--- src/logic/usb_ctl_pkg.sv ---
`default_nettype none

package usb_ctl_pkg;

  // Decoded standard request
  typedef enum logic [2:0] {
    op_none,
    op_set_address,
    op_set_config,
    op_set_iface,
    op_get_desc,
    op_get_status,
    op_unsupported
  } ctl_op_e;

  // Reply chosen for the descriptor streamer
  typedef enum logic [2:0] {
    desc_device,
    desc_config,
    desc_string0,
    desc_status_device,
    desc_status_iface,
    desc_status_endpt
  } desc_kind_e;

  // bRequest codes
  localparam logic [7:0] req_get_status     = 8'd0;
  localparam logic [7:0] req_set_address    = 8'd5;
  localparam logic [7:0] req_get_descriptor = 8'd6;
  localparam logic [7:0] req_set_config     = 8'd9;
  localparam logic [7:0] req_set_iface      = 8'd11;

  // Descriptor types, high byte of wValue
  localparam logic [7:0] desc_type_device = 8'd1;
  localparam logic [7:0] desc_type_config = 8'd2;
  localparam logic [7:0] desc_type_string = 8'd3;

  localparam logic [15:0] vendor_id  = 16'hface;
  localparam logic [15:0] product_id = 16'h0bde;

  localparam int desc_device_len  = 18;
  localparam int desc_config_len  = 18;
  localparam int desc_string0_len = 4;
  localparam int desc_status_len  = 2;

  localparam int desc_rom_size = 64;
  localparam int rom_addr_bits = 6;

  localparam logic [6:0] max_packet_len = 7'd64;

  // USB 2.0, vendor class, max packet 64, one configuration
  localparam logic [0:desc_device_len-1][7:0] desc_device_bytes = {
    8'h12, 8'h01, 8'h00, 8'h02, 8'hff, 8'h00, 8'h00, 8'h40,
    vendor_id[7:0], vendor_id[15:8], product_id[7:0], product_id[15:8],
    8'h00, 8'h00, 8'h00, 8'h00, 8'h00, 8'h01
  };

  // Self-powered 100 mA configuration with one interface and no endpoints
  localparam logic [0:desc_config_len-1][7:0] desc_config_bytes = {
    8'h09, 8'h02, 8'h12, 8'h00, 8'h01, 8'h01, 8'h00, 8'hc0, 8'h32,
    8'h09, 8'h04, 8'h00, 8'h00, 8'h00, 8'h00, 8'h00, 8'h00, 8'h00
  };

  // Language list, US English only
  localparam logic [0:desc_string0_len-1][7:0] desc_string0_bytes = {
    8'h04, 8'h03, 8'h09, 8'h04
  };

  localparam logic [rom_addr_bits-1:0] device_start  = '0;
  localparam logic [rom_addr_bits-1:0] config_start  =
    rom_addr_bits'(device_start + desc_device_len);
  localparam logic [rom_addr_bits-1:0] string0_start =
    rom_addr_bits'(config_start + desc_config_len);
  localparam logic [rom_addr_bits-1:0] status_start  =
    rom_addr_bits'(string0_start + desc_string0_len);

endpackage

`default_nettype wire
--- src/logic/usb_ctl_pipe0.sv ---
`timescale 1ns/1ps
`default_nettype none

module usb_ctl_pipe0
  import usb_ctl_pkg::*;
(
  input  wire logic        clock,
  input  wire logic        reset,
  input  wire logic        select_i,
  input  wire logic        start_i,
  input  wire logic [3:0]  req_endpt_i,
  input  wire logic [7:0]  req_type_i,
  input  wire logic [7:0]  req_request_i,
  input  wire logic [15:0] req_value_i,
  input  wire logic [15:0] req_index_i,
  input  wire logic [15:0] req_length_i,
  output logic             m_tvalid_o,
  input  wire logic        m_tready_i,
  output logic             m_tlast_o,
  output logic [7:0]       m_tdata_o,
  output logic             error_o,
  output logic [6:0]       usb_addr_o,
  output logic [2:0]       usb_conf_o,
  output logic             usb_enum_o,
  output logic             configured_o
);

  logic                     req_strobe;
  ctl_op_e                  req_op;
  desc_kind_e               req_kind;
  logic [15:0]              req_value;
  logic [6:0]               reply_len;
  logic                     stream_load;
  logic [rom_addr_bits-1:0] rom_start;
  logic [rom_addr_bits-1:0] rd_addr;
  logic [7:0]               rom_data;
  logic                     rom_last;

  // Only the two reading requests start a reply
  assign stream_load = req_strobe && (req_op == op_get_desc || req_op == op_get_status);

  ctl_req_decode u_decode (
    .clock_i       (clock),
    .reset_i       (reset),
    .select_i      (select_i),
    .start_i       (start_i),
    .req_endpt_i   (req_endpt_i),
    .req_type_i    (req_type_i),
    .req_request_i (req_request_i),
    .req_value_i   (req_value_i),
    .req_length_i  (req_length_i),
    .req_strobe_o  (req_strobe),
    .req_op_o      (req_op),
    .req_kind_o    (req_kind),
    .req_value_o   (req_value),
    .reply_len_o   (reply_len)
  );

  ctl_std_exec u_exec (
    .clock_i      (clock),
    .reset_i      (reset),
    .select_i     (select_i),
    .req_strobe_i (req_strobe),
    .req_op_i     (req_op),
    .req_value_i  (req_value),
    .error_o      (error_o),
    .usb_addr_o   (usb_addr_o),
    .usb_conf_o   (usb_conf_o),
    .usb_enum_o   (usb_enum_o),
    .configured_o (configured_o)
  );

  desc_rom u_rom (
    .clock_i      (clock),
    .kind_i       (req_kind),
    .rd_addr_i    (rd_addr),
    .start_addr_o (rom_start),
    .rd_data_o    (rom_data),
    .rd_last_o    (rom_last)
  );

  desc_stream u_stream (
    .clock_i     (clock),
    .reset_i     (reset),
    .select_i    (select_i),
    .load_i      (stream_load),
    .rom_start_i (rom_start),
    .reply_len_i (reply_len),
    .rom_data_i  (rom_data),
    .rom_last_i  (rom_last),
    .m_tready_i  (m_tready_i),
    .rd_addr_o   (rd_addr),
    .m_tvalid_o  (m_tvalid_o),
    .m_tlast_o   (m_tlast_o),
    .m_tdata_o   (m_tdata_o)
  );

endmodule

`default_nettype wire

--- src/logic/desc_stream.sv ---
`timescale 1ns/1ps
`default_nettype none

module desc_stream
  import usb_ctl_pkg::*;
(
  input  wire logic                     clock_i,
  input  wire logic                     reset_i,
  input  wire logic                     select_i,
  input  wire logic                     load_i,
  input  wire logic [rom_addr_bits-1:0] rom_start_i,
  input  wire logic [6:0]               reply_len_i,
  input  wire logic [7:0]               rom_data_i,
  input  wire logic                     rom_last_i,
  input  wire logic                     m_tready_i,
  output logic [rom_addr_bits-1:0]      rd_addr_o,
  output logic                          m_tvalid_o,
  output logic                          m_tlast_o,
  output logic [7:0]                    m_tdata_o
);

  logic [rom_addr_bits-1:0] addr_q;
  logic [6:0]               left_q;
  logic                     valid_q;
  logic                     xfer;
  logic                     final_byte;

  assign xfer = valid_q && m_tready_i;

  // Budget of one left or the end of the descriptor, whichever comes first
  assign final_byte = rom_last_i || (left_q == 7'd1);

  // Look-ahead read fetches the next byte as the current one is taken
  // and re-reads the same address so the output holds under a stall
  always_comb begin
    if (load_i) begin
      rd_addr_o = rom_start_i;
    end else if (xfer) begin
      rd_addr_o = addr_q + 1'b1;
    end else begin
      rd_addr_o = addr_q;
    end
  end

  always_ff @(posedge clock_i) begin
    if (reset_i) begin
      addr_q <= '0;
      left_q <= 7'd0;
    end else begin
      addr_q <= rd_addr_o;
      if (load_i) begin
        left_q <= reply_len_i;
      end else if (xfer) begin
        left_q <= left_q - 7'd1;
      end
    end
  end

  always_ff @(posedge clock_i) begin
    if (reset_i || !select_i) begin
      valid_q <= 1'b0;
    end else if (load_i) begin
      // A zero wLength asks for no data at all
      valid_q <= (reply_len_i != 7'd0);
    end else if (xfer && final_byte) begin
      valid_q <= 1'b0;
    end
  end

  assign m_tvalid_o = valid_q;
  assign m_tlast_o  = valid_q && final_byte;
  assign m_tdata_o  = rom_data_i;

endmodule

`default_nettype wire

--- src/logic/desc_rom.sv ---
`timescale 1ns/1ps
`default_nettype none

module desc_rom
  import usb_ctl_pkg::*;
(
  input  wire logic                     clock_i,
  input  desc_kind_e                    kind_i,
  input  wire logic [rom_addr_bits-1:0] rd_addr_i,
  output logic [rom_addr_bits-1:0]      start_addr_o,
  output logic [7:0]                    rd_data_o,
  output logic                          rd_last_o
);

  logic [7:0] rom_data [desc_rom_size];
  logic       rom_end  [desc_rom_size];

  // Device, configuration and language list followed by three status words
  function automatic logic [7:0] rom_byte(input int a);
    logic [7:0] b;
    b = 8'h00;
    if (a < int'(config_start)) begin
      b = desc_device_bytes[a];
    end else if (a < int'(string0_start)) begin
      b = desc_config_bytes[a - int'(config_start)];
    end else if (a < int'(status_start)) begin
      b = desc_string0_bytes[a - int'(string0_start)];
    end else if (a == int'(status_start)) begin
      // Device status reports self-powered
      b = 8'h01;
    end
    return b;
  endfunction

  function automatic logic rom_last(input int a);
    return (a == int'(config_start) - 1) ||
           (a == int'(string0_start) - 1) ||
           (a == int'(status_start) - 1) ||
           (a == int'(status_start) + desc_status_len - 1) ||
           (a == int'(status_start) + 2 * desc_status_len - 1) ||
           (a == int'(status_start) + 3 * desc_status_len - 1);
  endfunction

  for (genvar a = 0; a < desc_rom_size; a++) begin : g_rom
    assign rom_data[a] = rom_byte(a);
    assign rom_end[a]  = rom_last(a);
  end

  always_comb begin
    case (kind_i)
      desc_device:        start_addr_o = device_start;
      desc_config:        start_addr_o = config_start;
      desc_string0:       start_addr_o = string0_start;
      desc_status_device: start_addr_o = status_start;
      desc_status_iface:  start_addr_o = rom_addr_bits'(status_start + desc_status_len);
      desc_status_endpt:  start_addr_o = rom_addr_bits'(status_start + 2 * desc_status_len);
      default:            start_addr_o = device_start;
    endcase
  end

  always_ff @(posedge clock_i) begin
    rd_data_o <= rom_data[rd_addr_i];
    rd_last_o <= rom_end[rd_addr_i];
  end

endmodule

`default_nettype wire

--- src/logic/ctl_std_exec.sv ---
`timescale 1ns/1ps
`default_nettype none

module ctl_std_exec
  import usb_ctl_pkg::*;
(
  input  wire logic        clock_i,
  input  wire logic        reset_i,
  input  wire logic        select_i,
  input  wire logic        req_strobe_i,
  input  ctl_op_e          req_op_i,
  input  wire logic [15:0] req_value_i,
  output logic             error_o,
  output logic [6:0]       usb_addr_o,
  output logic [2:0]       usb_conf_o,
  output logic             usb_enum_o,
  output logic             configured_o
);

  always_ff @(posedge clock_i) begin
    if (reset_i) begin
      usb_addr_o   <= 7'd0;
      usb_conf_o   <= 3'd0;
      usb_enum_o   <= 1'b0;
      configured_o <= 1'b0;
    end else if (req_strobe_i) begin
      case (req_op_i)
        op_set_address: begin
          usb_addr_o <= req_value_i[6:0];
          usb_enum_o <= 1'b1;
        end
        // Configuration value zero returns the device to the addressed state
        op_set_config: begin
          usb_conf_o   <= req_value_i[2:0];
          configured_o <= (req_value_i[7:0] != 8'd0);
        end
        // Only alternate setting zero exists so there is nothing to record
        op_set_iface: ;
        default: ;
      endcase
    end
  end

  // Error holds for the rest of the control transfer
  always_ff @(posedge clock_i) begin
    if (reset_i || !select_i) begin
      error_o <= 1'b0;
    end else if (req_strobe_i && req_op_i == op_unsupported) begin
      error_o <= 1'b1;
    end
  end

endmodule

`default_nettype wire

--- src/logic/ctl_req_decode.sv ---
`timescale 1ns/1ps
`default_nettype none

module ctl_req_decode
  import usb_ctl_pkg::*;
(
  input  wire logic        clock_i,
  input  wire logic        reset_i,
  input  wire logic        select_i,
  input  wire logic        start_i,
  input  wire logic [3:0]  req_endpt_i,
  input  wire logic [7:0]  req_type_i,
  input  wire logic [7:0]  req_request_i,
  input  wire logic [15:0] req_value_i,
  input  wire logic [15:0] req_length_i,
  output logic             req_strobe_o,
  output ctl_op_e          req_op_o,
  output desc_kind_e       req_kind_o,
  output logic [15:0]      req_value_o,
  output logic [6:0]       reply_len_o
);

  logic       accept;
  logic       std_type;
  logic [4:0] recipient;
  logic [6:0] len_cap;
  ctl_op_e    op_next;
  desc_kind_e kind_next;

  assign accept    = select_i && start_i && (req_endpt_i == 4'd0);
  assign std_type  = (req_type_i[6:5] == 2'b00);
  assign recipient = req_type_i[4:0];
  assign len_cap   = (req_length_i > 16'(max_packet_len)) ? max_packet_len : req_length_i[6:0];

  always_comb begin
    op_next   = op_none;
    kind_next = desc_device;
    if (std_type && req_request_i == req_get_status) begin
      // Recipient picks which status word is returned
      case (recipient)
        5'd0: begin
          op_next   = op_get_status;
          kind_next = desc_status_device;
        end
        5'd1: begin
          op_next   = op_get_status;
          kind_next = desc_status_iface;
        end
        5'd2: begin
          op_next   = op_get_status;
          kind_next = desc_status_endpt;
        end
        default: op_next = op_unsupported;
      endcase
    end else if (std_type && recipient == 5'd0) begin
      case (req_request_i)
        req_set_address: op_next = op_set_address;
        req_set_config:  op_next = op_set_config;
        req_set_iface:   op_next = op_set_iface;
        req_get_descriptor: begin
          op_next = op_get_desc;
          case (req_value_i[15:8])
            desc_type_device: kind_next = desc_device;
            desc_type_config: kind_next = desc_config;
            // Only the language list exists among the strings
            desc_type_string: begin
              kind_next = desc_string0;
              if (req_value_i[7:0] != 8'd0) begin
                op_next = op_unsupported;
              end
            end
            default: op_next = op_unsupported;
          endcase
        end
        default: op_next = op_unsupported;
      endcase
    end
  end

  always_ff @(posedge clock_i) begin
    if (reset_i) begin
      req_strobe_o <= 1'b0;
      req_op_o     <= op_none;
    end else begin
      req_strobe_o <= accept;
      if (accept) begin
        req_op_o <= op_next;
      end
    end
  end

  always_ff @(posedge clock_i) begin
    if (accept) begin
      req_kind_o  <= kind_next;
      req_value_o <= req_value_i;
      reply_len_o <= len_cap;
    end
  end

endmodule

`default_nettype wire

--- config.mk ---
export PLATFORM = sky130hd
export DESIGN_NAME = usb_ctl_pipe0
export DESIGN_NICKNAME = d
export VERILOG_FILES = /design/src/logic/usb_ctl_pkg.sv /design/src/logic/usb_ctl_pipe0.sv /design/src/logic/desc_stream.sv /design/src/logic/desc_rom.sv /design/src/logic/ctl_std_exec.sv /design/src/logic/ctl_req_decode.sv
export SDC_FILE = /design/constraint.sdc
export NUM_CORES = 1
export LEC_CHECK = 0
export ABC_AREA = 0
export BUFFER_PORTS_ARGS = -buffer_cell sky130_fd_sc_hd__buf_2
export CAP_MARGIN = 20
export CORE_ASPECT_RATIO = 0.7
export CORE_MARGIN = 8
export CORE_UTILIZATION = 35
export DETAILED_ROUTE_END_ITERATION = 10
export PLACE_DENSITY = 0.67
export SETUP_SLACK_MARGIN = 0.5
export SLEW_MARGIN = 20
export SYNTH_ARGS = -nofsm -noshare
export SYNTH_HDL_FRONTEND = slang
export SYNTH_SLANG_ARGS = --single-unit
--- constraint.sdc ---
create_clock -name clock -period 5.22 [get_ports clock]
set_clock_uncertainty 0.05 [all_clocks]
set_input_delay 1.044 -clock clock [delete_from_list [all_inputs] [get_ports clock]]
set_output_delay 1.044 -clock clock [all_outputs]
set_load 0.05 [all_outputs]
==> results.json, run 1 <==
{
  "status": "finished clean",
  "numPortBuffers": 78,
  "drtAntennaViolNets": 0,
  "final_net_count": 480,
  "largest_family_of_logic_cells_by_synthesized_area": "simple AND/OR/NAND/NOR gates",
  "cp_endpoint_kind": "output pin",
  "dieArea_um2": 11800,
  "synth.distinct_cells": 63,
  "insertedDiodeCount": 0,
  "clock_tree.htree_level_count": 3,
  "worst_setup_hold_path_clk_slew_ps": 50,
  "grt.overflow.total": 0,
  "ioPinCount": 96,
  "crit_required_ps": 4130,
  "post_route_cells_drive_above_1_share_pct": 27.9,
  "fin_crit_sh_pct": 52.7,
  "floorplan.die.width_um": 127,
  "worst_r2r_startpoint": "u_decode.req_op_o[2]",
  "worst_r2r_path_depth": 6,
  "grt_first_pass_wirelength_um": 12200,
  "grt_setup_unrepaired": "false",
  "drt-vias-per-instance": 5.18,
  "max-slew-margin-rel_pct": 35.9,
  "p_leak_nw": 1.54,
  "clock_tree_from_tritoncts": "done",
  "setup_viol_count_final": 0,
  "core_area_um2": 8370,
  "synth_sequential_area_ratio_pct": 44.8,
  "cp_cell_sequence": "nor4_1, a31oi_1, nor2b_1, buf_2",
  "grt_max_degree": 32,
  "synth.top_cells.by_area": "dfxtp_1 27%, edfxtp_1 18%, nor2_1 5.1%, ha_1 4.2%, mux2i_1 4.0%",
  "worstHoldPathCells": 2,
  "tns_ps": 0,
  "synth_edf_count": 18,
  "synth-async-reset-ratio_pct": 0,
  "finalWeightedCongestion": 0.794,
  "min-delay-start": "u_exec.error_o",
  "grt_pass1_vias": 2644,
  "max_capacitance_violation_count": 0,
  "clock_network_latency_to_the_later_pin_of_the_worst_skew_pair_ps": 320,
  "cts_sinks": 58,
  "areaGrowthSynthToFinish_pct": 27.8,
  "number_of_iterations_in_the_first_detailed_routing_pass": 4,
  "power.ir.vdd_worst_mv": 0.152,
  "synth.yosys.warnings": 0,
  "crit_path_launch_type": "flip-flop",
  "number_of_buffers_added_by_the_clock_tree_synthesis_step": 9,
  "critPathKind": "reg2out",
  "synth.avg_cell_area_um2": 9.48,
  "post_synthesis_compound_gate_area_fraction_pct": 17.1,
  "syn-cell-area_um2": 3000,
  "finalHoldViolCount": 0,
  "min_delay_worst_endpoint": "u_exec.error_o",
  "initial_utilization_pct": 35.8,
  "route.final.wire_length_um": 7310,
  "clock_tree.buffer_depth": 2,
  "synth-main-ff-cell": "dfxtp_1",
  "vias": 2628,
  "synth_most_common_cell": "nor2_1",
  "rr_endpoint": "u_rom.rd_data_o[0]",
  "post_dp_hpwl_um": 5580,
  "crit_fanout": 4,
  "cts-resized-gates": 0,
  "hold_path.class": "reg2reg",
  "dieHeight_um": 93.4,
  "synth_top_area_share_pct": 26.7,
  "antenna_found_initial": 0,
  "overall_track_demand_over_capacity_in_global_routing_pct": 12.7,
  "wire_per_inst_um": 14.4,
  "synth-seq-cells": 58,
  "fmaxAchievable_mhz": 363,
  "power-per-cell-area_nw_per_um2": 303,
  "maxSlewViolCount": 0,
  "detailed_router_s_first_iteration_violation_count": 186,
  "post_synth_inst_count": 316,
  "critical-path-slowest-cell": "nor4_1",
  "post_cts.repair.setup_buffers": 0,
  "totalPowerFinal_mw": 1.16,
  "yosys-mux-area-fraction_pct": 4.01,
  "finalCriticalPeriod_ps": 2750,
  "drc_errors": 0,
  "slack_of_the_worst_reg_to_reg_path_ps": 2770,
  "clk_root_buffer_cell": "clkbuf_16",
  "synth_top_cells_by_count": "41 x nor2_1, 40 x dfxtp_1, 24 x nand2_1, 18 x edfxtp_1, 14 x nor4_1",
  "floorplan.rows": 28,
  "synthXorXnorAreaFrac_pct": 2.92,
  "tightest_pin_transition_ps": 954,
  "postCtsHoldBufs": 0,
  "mappedNetlistNets": 399,
  "area_share_of_fa_ha_maj_cells_after_synthesis_pct": 4.18,
  "yosysTopAreaCell": "dfxtp_1",
  "wp_data_arrival_ps": 1660,
  "synthSimpleGateAreaFrac_pct": 23.8,
  "critPathMaxStageDelay_ps": 440
}
==> power by group <==
part | internal (mW) | switching, mW | leakage (nW)
clock | 0.460 | 0.193 | 0.164
combinational | 0.0194 | 0.0191 | 0.903
sequential | 0.466 | 0.00141 | 0.469
==> cell usage in the layout, fill, tap and decap left out, types with 4 or more instances in the layout <==
master / count
nor2_1: 41
a21oi_1: 12
clkbuf_16: 9
mux2i_1: 12
nor3_1: 11
nand2_1: 24
inv_1: 13
nor2b_1: 4
edfxtp_1: 18
o21ai_0: 6
a211oi_1: 6
xnor2_1: 8
dfxtp_1: 40
and2_1: 7
nor4_1: 14
buf_2: 78
ha_1: 10
and3_1: 6
==> area by class of cell <==
type | instances | area, um2
sequential | 58 | 1340
clock buffer | 9 | 225
tap | 105 | 131
multi-input combinational | 235 | 1570
fill | 817 | 4540
timing repair buffer | 80 | 405
clock inverter | 7 | 108
inverter | 13 | 48.8
==> metrics by stage <==
| stage | hold WS, ps | setup slack, ps | cell area, um2 | util, % | std cells |
|---|---|---|---|---|---|
| 2_1_floorplan | 431 | 2470 | 3000 | - | 316 |
| 3_3_place_gp | 397 | 2200 | 3500 | 41.8 | 491 |
| 3_5_place_dp | 405 | 2190 | 3500 | 41.8 | 491 |
| 4_1_cts | 417 | 2450 | 3830 | 45.7 | 507 |
| 5_1_grt | 443 | 2340 | 3830 | 45.7 | 507 |
| 6_report | 416 | 2470 | 3830 | 45.7 | 507 |
==> how the worst max path moves through the flow <==
stage,start,to,slack (ps),cells after the start
3_5_place_dp,m_tready_i,u_rom.rd_data_o[0],2190,8
6_report,u_stream.left_q[2],m_tlast_o,2470,4
3_3_place_gp,m_tready_i,u_rom.rd_data_o[0],2200,8
5_1_grt,u_stream.left_q[2],m_tlast_o,2340,4
2_1_floorplan,m_tready_i,u_rom.rd_data_o[0],2470,8
4_1_cts,u_stream.left_q[2],m_tlast_o,2450,4
==> state kept, by name, summed over array words and instances, names as in the netlist <==
name,count
u_stream.left_q,7
u_stream.m_tvalid_o,1
u_exec.configured_o,1
u_rom.rd_last_o,1
u_stream.addr_q,6
u_decode.req_strobe_o,1
u_decode.req_kind_o,3
u_decode.req_value_o,8
u_rom.rd_data_o,8
u_exec.error_o,1
u_decode.reply_len_o,7
u_exec.usb_addr_o,7
u_decode.req_op_o,3
u_exec.usb_enum_o,1
u_exec.usb_conf_o,3
==> layer usage <==
metal / vias to the layer above / GRT usage [%] / share of wire (%)
met5: - / 0 / 0
met4: 0 / 4.49 / 1.5
met3: 10 / 5.00 / 6.3
met2: 74 / 20.1 / 44
met1: 1212 / 15.5 / 48
li1: 1332 / - / -
==> logic make-up after synthesis <==
| logic type | Yosys count |
|---|---|
| AND/OR/NAND/NOR | 137 |
| AO/OA/AOI/OAI | 66 |
| flip-flops | 58 |
| buffers and inverters | 23 |
| multiplexers | 12 |
| XOR/XNOR | 10 |
| adder cells (fa/ha/maj) | 10 |
==> critical path: cells and delay by family (launching register included) <==
kind	cells	cell delay, ps
AOI/OAI and AO/OA	1	170
buffers and inverters	1	260
DFF	1	340
and+or+nand+nor	2	560
(Power assumes the default switching activity.)
==> inputs of run 2 (changes only) <==
--- a/config.mk
+++ b/config.mk
@@ -5,14 +5,14 @@
 export SDC_FILE = /design/constraint.sdc
 export NUM_CORES = 1
 export LEC_CHECK = 0
-export ABC_AREA = 0
+export ABC_AREA = 1
 export BUFFER_PORTS_ARGS = -buffer_cell sky130_fd_sc_hd__buf_2
 export CAP_MARGIN = 20
 export CORE_ASPECT_RATIO = 0.7
 export CORE_MARGIN = 8
 export CORE_UTILIZATION = 35
 export DETAILED_ROUTE_END_ITERATION = 10
-export PLACE_DENSITY = 0.67
+export PLACE_DENSITY = 0.68
 export SETUP_SLACK_MARGIN = 0.5
 export SLEW_MARGIN = 20
 export SYNTH_ARGS = -nofsm -noshare
==> constraint.sdc (replaced) <==
create_clock -name clock -period 2.45 [get_ports clock]
set_clock_uncertainty 0.05 [all_clocks]
set_input_delay 0.49 -clock clock [delete_from_list [all_inputs] [get_ports clock]]
set_output_delay 0.49 -clock clock [all_outputs]
set_load 0.05 [all_outputs]
==> run 2 against run 1 <==
- sequential cell count unchanged
- largest cell class unchanged
- synthesized cell count is 41% higher
- routed wire length increased by 16%
- non-clock buffer count rose by 15
- sequential share of layout area shrank 4.0 points
==> results.json, run 2 <==
{
  "syn-cell-area_um2": 3280,
  "cp_cell_sequence": "inv_2, ha_4, a31o_4, and2_4, buf_8",
  "synth.avg_cell_area_um2": 7.39,
  "min-delay-start": "req_value_i[1]",
  "dieArea_um2": 12800,
  "mappedNetlistNets": 527,
  "crit_required_ps": 1910,
  "p_leak_nw": 2.01,
  "grt_first_pass_wirelength_um": 14200,
  "synth_edf_count": 18,
  "finalWeightedCongestion": 0.854,
  "tightest_pin_transition_ps": 584,
  "final_net_count": 626,
  "slack_of_the_worst_reg_to_reg_path_ps": 600,
  "totalPowerFinal_mw": 2.33,
  "vias": 3229,
  "drtAntennaViolNets": 0,
  "critical-path-slowest-cell": "dfxtp_2",
  "synth.yosys.warnings": 0,
  "finalCriticalPeriod_ps": 1920,
  "route.final.wire_length_um": 8520,
  "crit_fanout": 3,
  "mostFrequentLayoutCells": "92 x nand2_1, 77 x buf_2, 60 x nor2_1",
  "tns_ps": 0,
  "detailed_router_s_first_iteration_violation_count": 189,
  "numPortBuffers": 78,
  "wire_per_inst_um": 12.7,
  "initial_utilization_pct": 36.0,
  "floorplan.die.width_um": 132,
  "synth.top_cells.by_area": "dfxtp_1 24%, edfxtp_1 16%, nand2_1 11%, nor2_1 7.2%, inv_1 6.6%",
  "clock_tree.buffer_depth": 2,
  "seqPwrFrac_pct": 42.5,
  "postLayoutSetupSlackWorst_ps": 527,
  "synth_sequential_area_ratio_pct": 40.9,
  "worst_r2r_startpoint": "u_stream.addr_q[0]",
  "postCtsHoldBufs": 0,
  "final.hold.worst_slack_ps": 295,
  "grt.overflow.total": 0,
  "power-per-cell-area_nw_per_um2": 535,
  "drt-vias-per-instance": 4.81,
  "yosysTopAreaCell": "dfxtp_1",
  "finalHoldViolCount": 0,
  "post_dp_hpwl_um": 6220,
  "clock_network_latency_to_the_later_pin_of_the_worst_skew_pair_ps": 330,
  "synth-async-reset-ratio_pct": 0,
  "synth-seq-cells": 58,
  "path_depth": 5,
  "clk_root_buffer_cell": "clkbuf_16",
  "clock_tree_from_tritoncts": "done",
  "grt_max_degree": 19,
  "synth.distinct_cells": 37,
  "maxSlewViolCount": 0,
  "number_of_buffers_added_by_the_clock_tree_synthesis_step": 9,
  "synth-main-ff-cell": "dfxtp_1",
  "antenna_found_initial": 0,
  "critPathKind": "reg2out",
  "ioPinCount": 96,
  "rr_endpoint": "u_rom.rd_data_o[4]",
  "cp_endpoint_kind": "output pin",
  "insertedDiodeCount": 0,
  "floorplan.rows": 29,
  "fmaxAchievable_mhz": 520,
  "areaGrowthSynthToFinish_pct": 33.1,
  "worst_setup_hold_path_clk_slew_ps": 50,
  "power.ir.vdd_worst_mv": 0.383,
  "hold_path.class": "in2reg",
  "power.combinational.fraction_pct": 3.8,
  "wp_data_arrival_ps": 1380,
  "net_switching_component_of_the_power_mw": 0.492,
  "grt_setup_unrepaired": "true",
  "overall_track_demand_over_capacity_in_global_routing_pct": 13.3,
  "design_internal_power_mw": 1.84,
  "n_fill_cell": 870,
  "grt_pass1_vias": 3209,
  "max_capacitance_violation_count": 0,
  "setup_viol_count_final": 0,
  "power.share.clock_pct": 53.7,
  "biggestRegsByFlops": "u_decode.req_value_o x8, u_rom.rd_data_o x8",
  "number_of_iterations_in_the_first_detailed_routing_pass": 4,
  "max-slew-margin-rel_pct": 60.7,
  "mostFrequentLayoutCell": "nand2_1",
  "min_delay_worst_endpoint": "u_decode.req_value_o[1]",
  "synth_top_cells_by_count": "96 x nand2_1, 63 x nor2_1, 58 x inv_1, 40 x dfxtp_1, 33 x nand3_1",
  "dieHeight_um": 97.0,
  "power.share.switching_pct": 21.1,
  "core_area_um2": 9110,
  "dpl_worst_slack_ps": 94.4,
  "synth_top_area_share_pct": 24.4,
  "cts_sinks": 58,
  "worst_r2r_path_depth": 12,
  "path_buf_inv": 2,
  "post_synth_inst_count": 444,
  "critPathMaxStageDelay_ps": 330,
  "synth_most_common_cell": "nand2_1",
  "crit_path_launch_type": "flip-flop",
  "timing.critical_path.max_delay_family": "flip-flops",
  "drc_errors": 0,
  "worstHoldPathCells": 1,
  "fin_crit_sh_pct": 78.5,
  "clock_tree.htree_level_count": 3,
  "post_route_cells_drive_above_1_share_pct": 32.8,
  "status": "finished clean"
}
[run 2: cell types whose count changed in the layout (fill, tap and decap cells not counted), sizes merged, moves of 6 or more]
cell	change
o21ai	+21
mux2i	-12
and3	-6
nand2	+82
nor2	+28
inv	+50
nand3	+36
xnor2	-8
and2	-6
buf	+15
nor4	-8
[run 2: power groups by stage]
stage                     clock network, mW  logic (mW)  registers (mW)
final                                  1.25      0.0896           0.992
after global routing                   1.32       0.101           0.992
after CTS                              1.27      0.0887           0.994
after detailed placement                  0      0.0883            1.01
after global placement                    0      0.0851            1.01
after floorplan                           0      0.0307            1.01
[run 2: cell families (layout without fill, tap and decap cells)]
group / count (synthesis) / in the layout / synth area share [%]
xor+xnor: 1 / 1 / 0.496
flops: 58 / 58 / 40.9
compound gates: 61 / 61 / 10.7
fa+ha+maj: 10 / 10 / 3.81
simple gates: 244 / 244 / 35.1
buf+inv: 70 / 174 / 9.00
[run 2: cell type report]
cell class	count	area (um2)	share of cell area [%]
multi-input combinational	316	1790	40.9
sequential	58	1360	31.1
timing repair buffer	95	528	12.1
inverter	63	244	5.59
clock buffer	11	243	5.56
tap	124	155	3.55
clock inverter	5	55.1	1.26
[run 2: worst max-delay path by stage]
stage                          to  slack (ps)           startpoint
6_report                m_tlast_o         530   u_stream.left_q[1]
5_1_grt        u_rom.rd_data_o[0]         460   u_stream.addr_q[0]
4_1_cts                 m_tlast_o         460   u_stream.left_q[3]
3_5_place_dp   u_rom.rd_data_o[0]          90           m_tready_i
3_3_place_gp   u_rom.rd_data_o[0]         110           m_tready_i
2_1_floorplan  u_rom.rd_data_o[0]         450  u_stream.m_tvalid_o
[run 2: routing by layer]
metal	up-vias	global-route usage [%]	share of wire, %
met5	-	0	0
met1	1467	15.7	46
met4	0	4.75	1.3
met3	12	5.63	7.3
met2	101	21.1	45
li1	1649	-	-
[run 2: stage by stage]
stage | util [%] | instances | area [um2]
global route | 47.9 | 672 | 4370
CTS | 45.9 | 662 | 4180
floorplan | - | 444 | 3290
finish | 47.9 | 672 | 4370
detailed placement | 41.7 | 642 | 3800
global placement | 41.7 | 642 | 3800
[run 2: repair_timing]
action | 4_1_cts | 5_1_grt
buffers inserted | 4 | 10
resized for setup | 15 | 31
endpoints found under the setup margin | 9 | 9
pin swaps | 3 | 12
gates cloned | 0 | 0
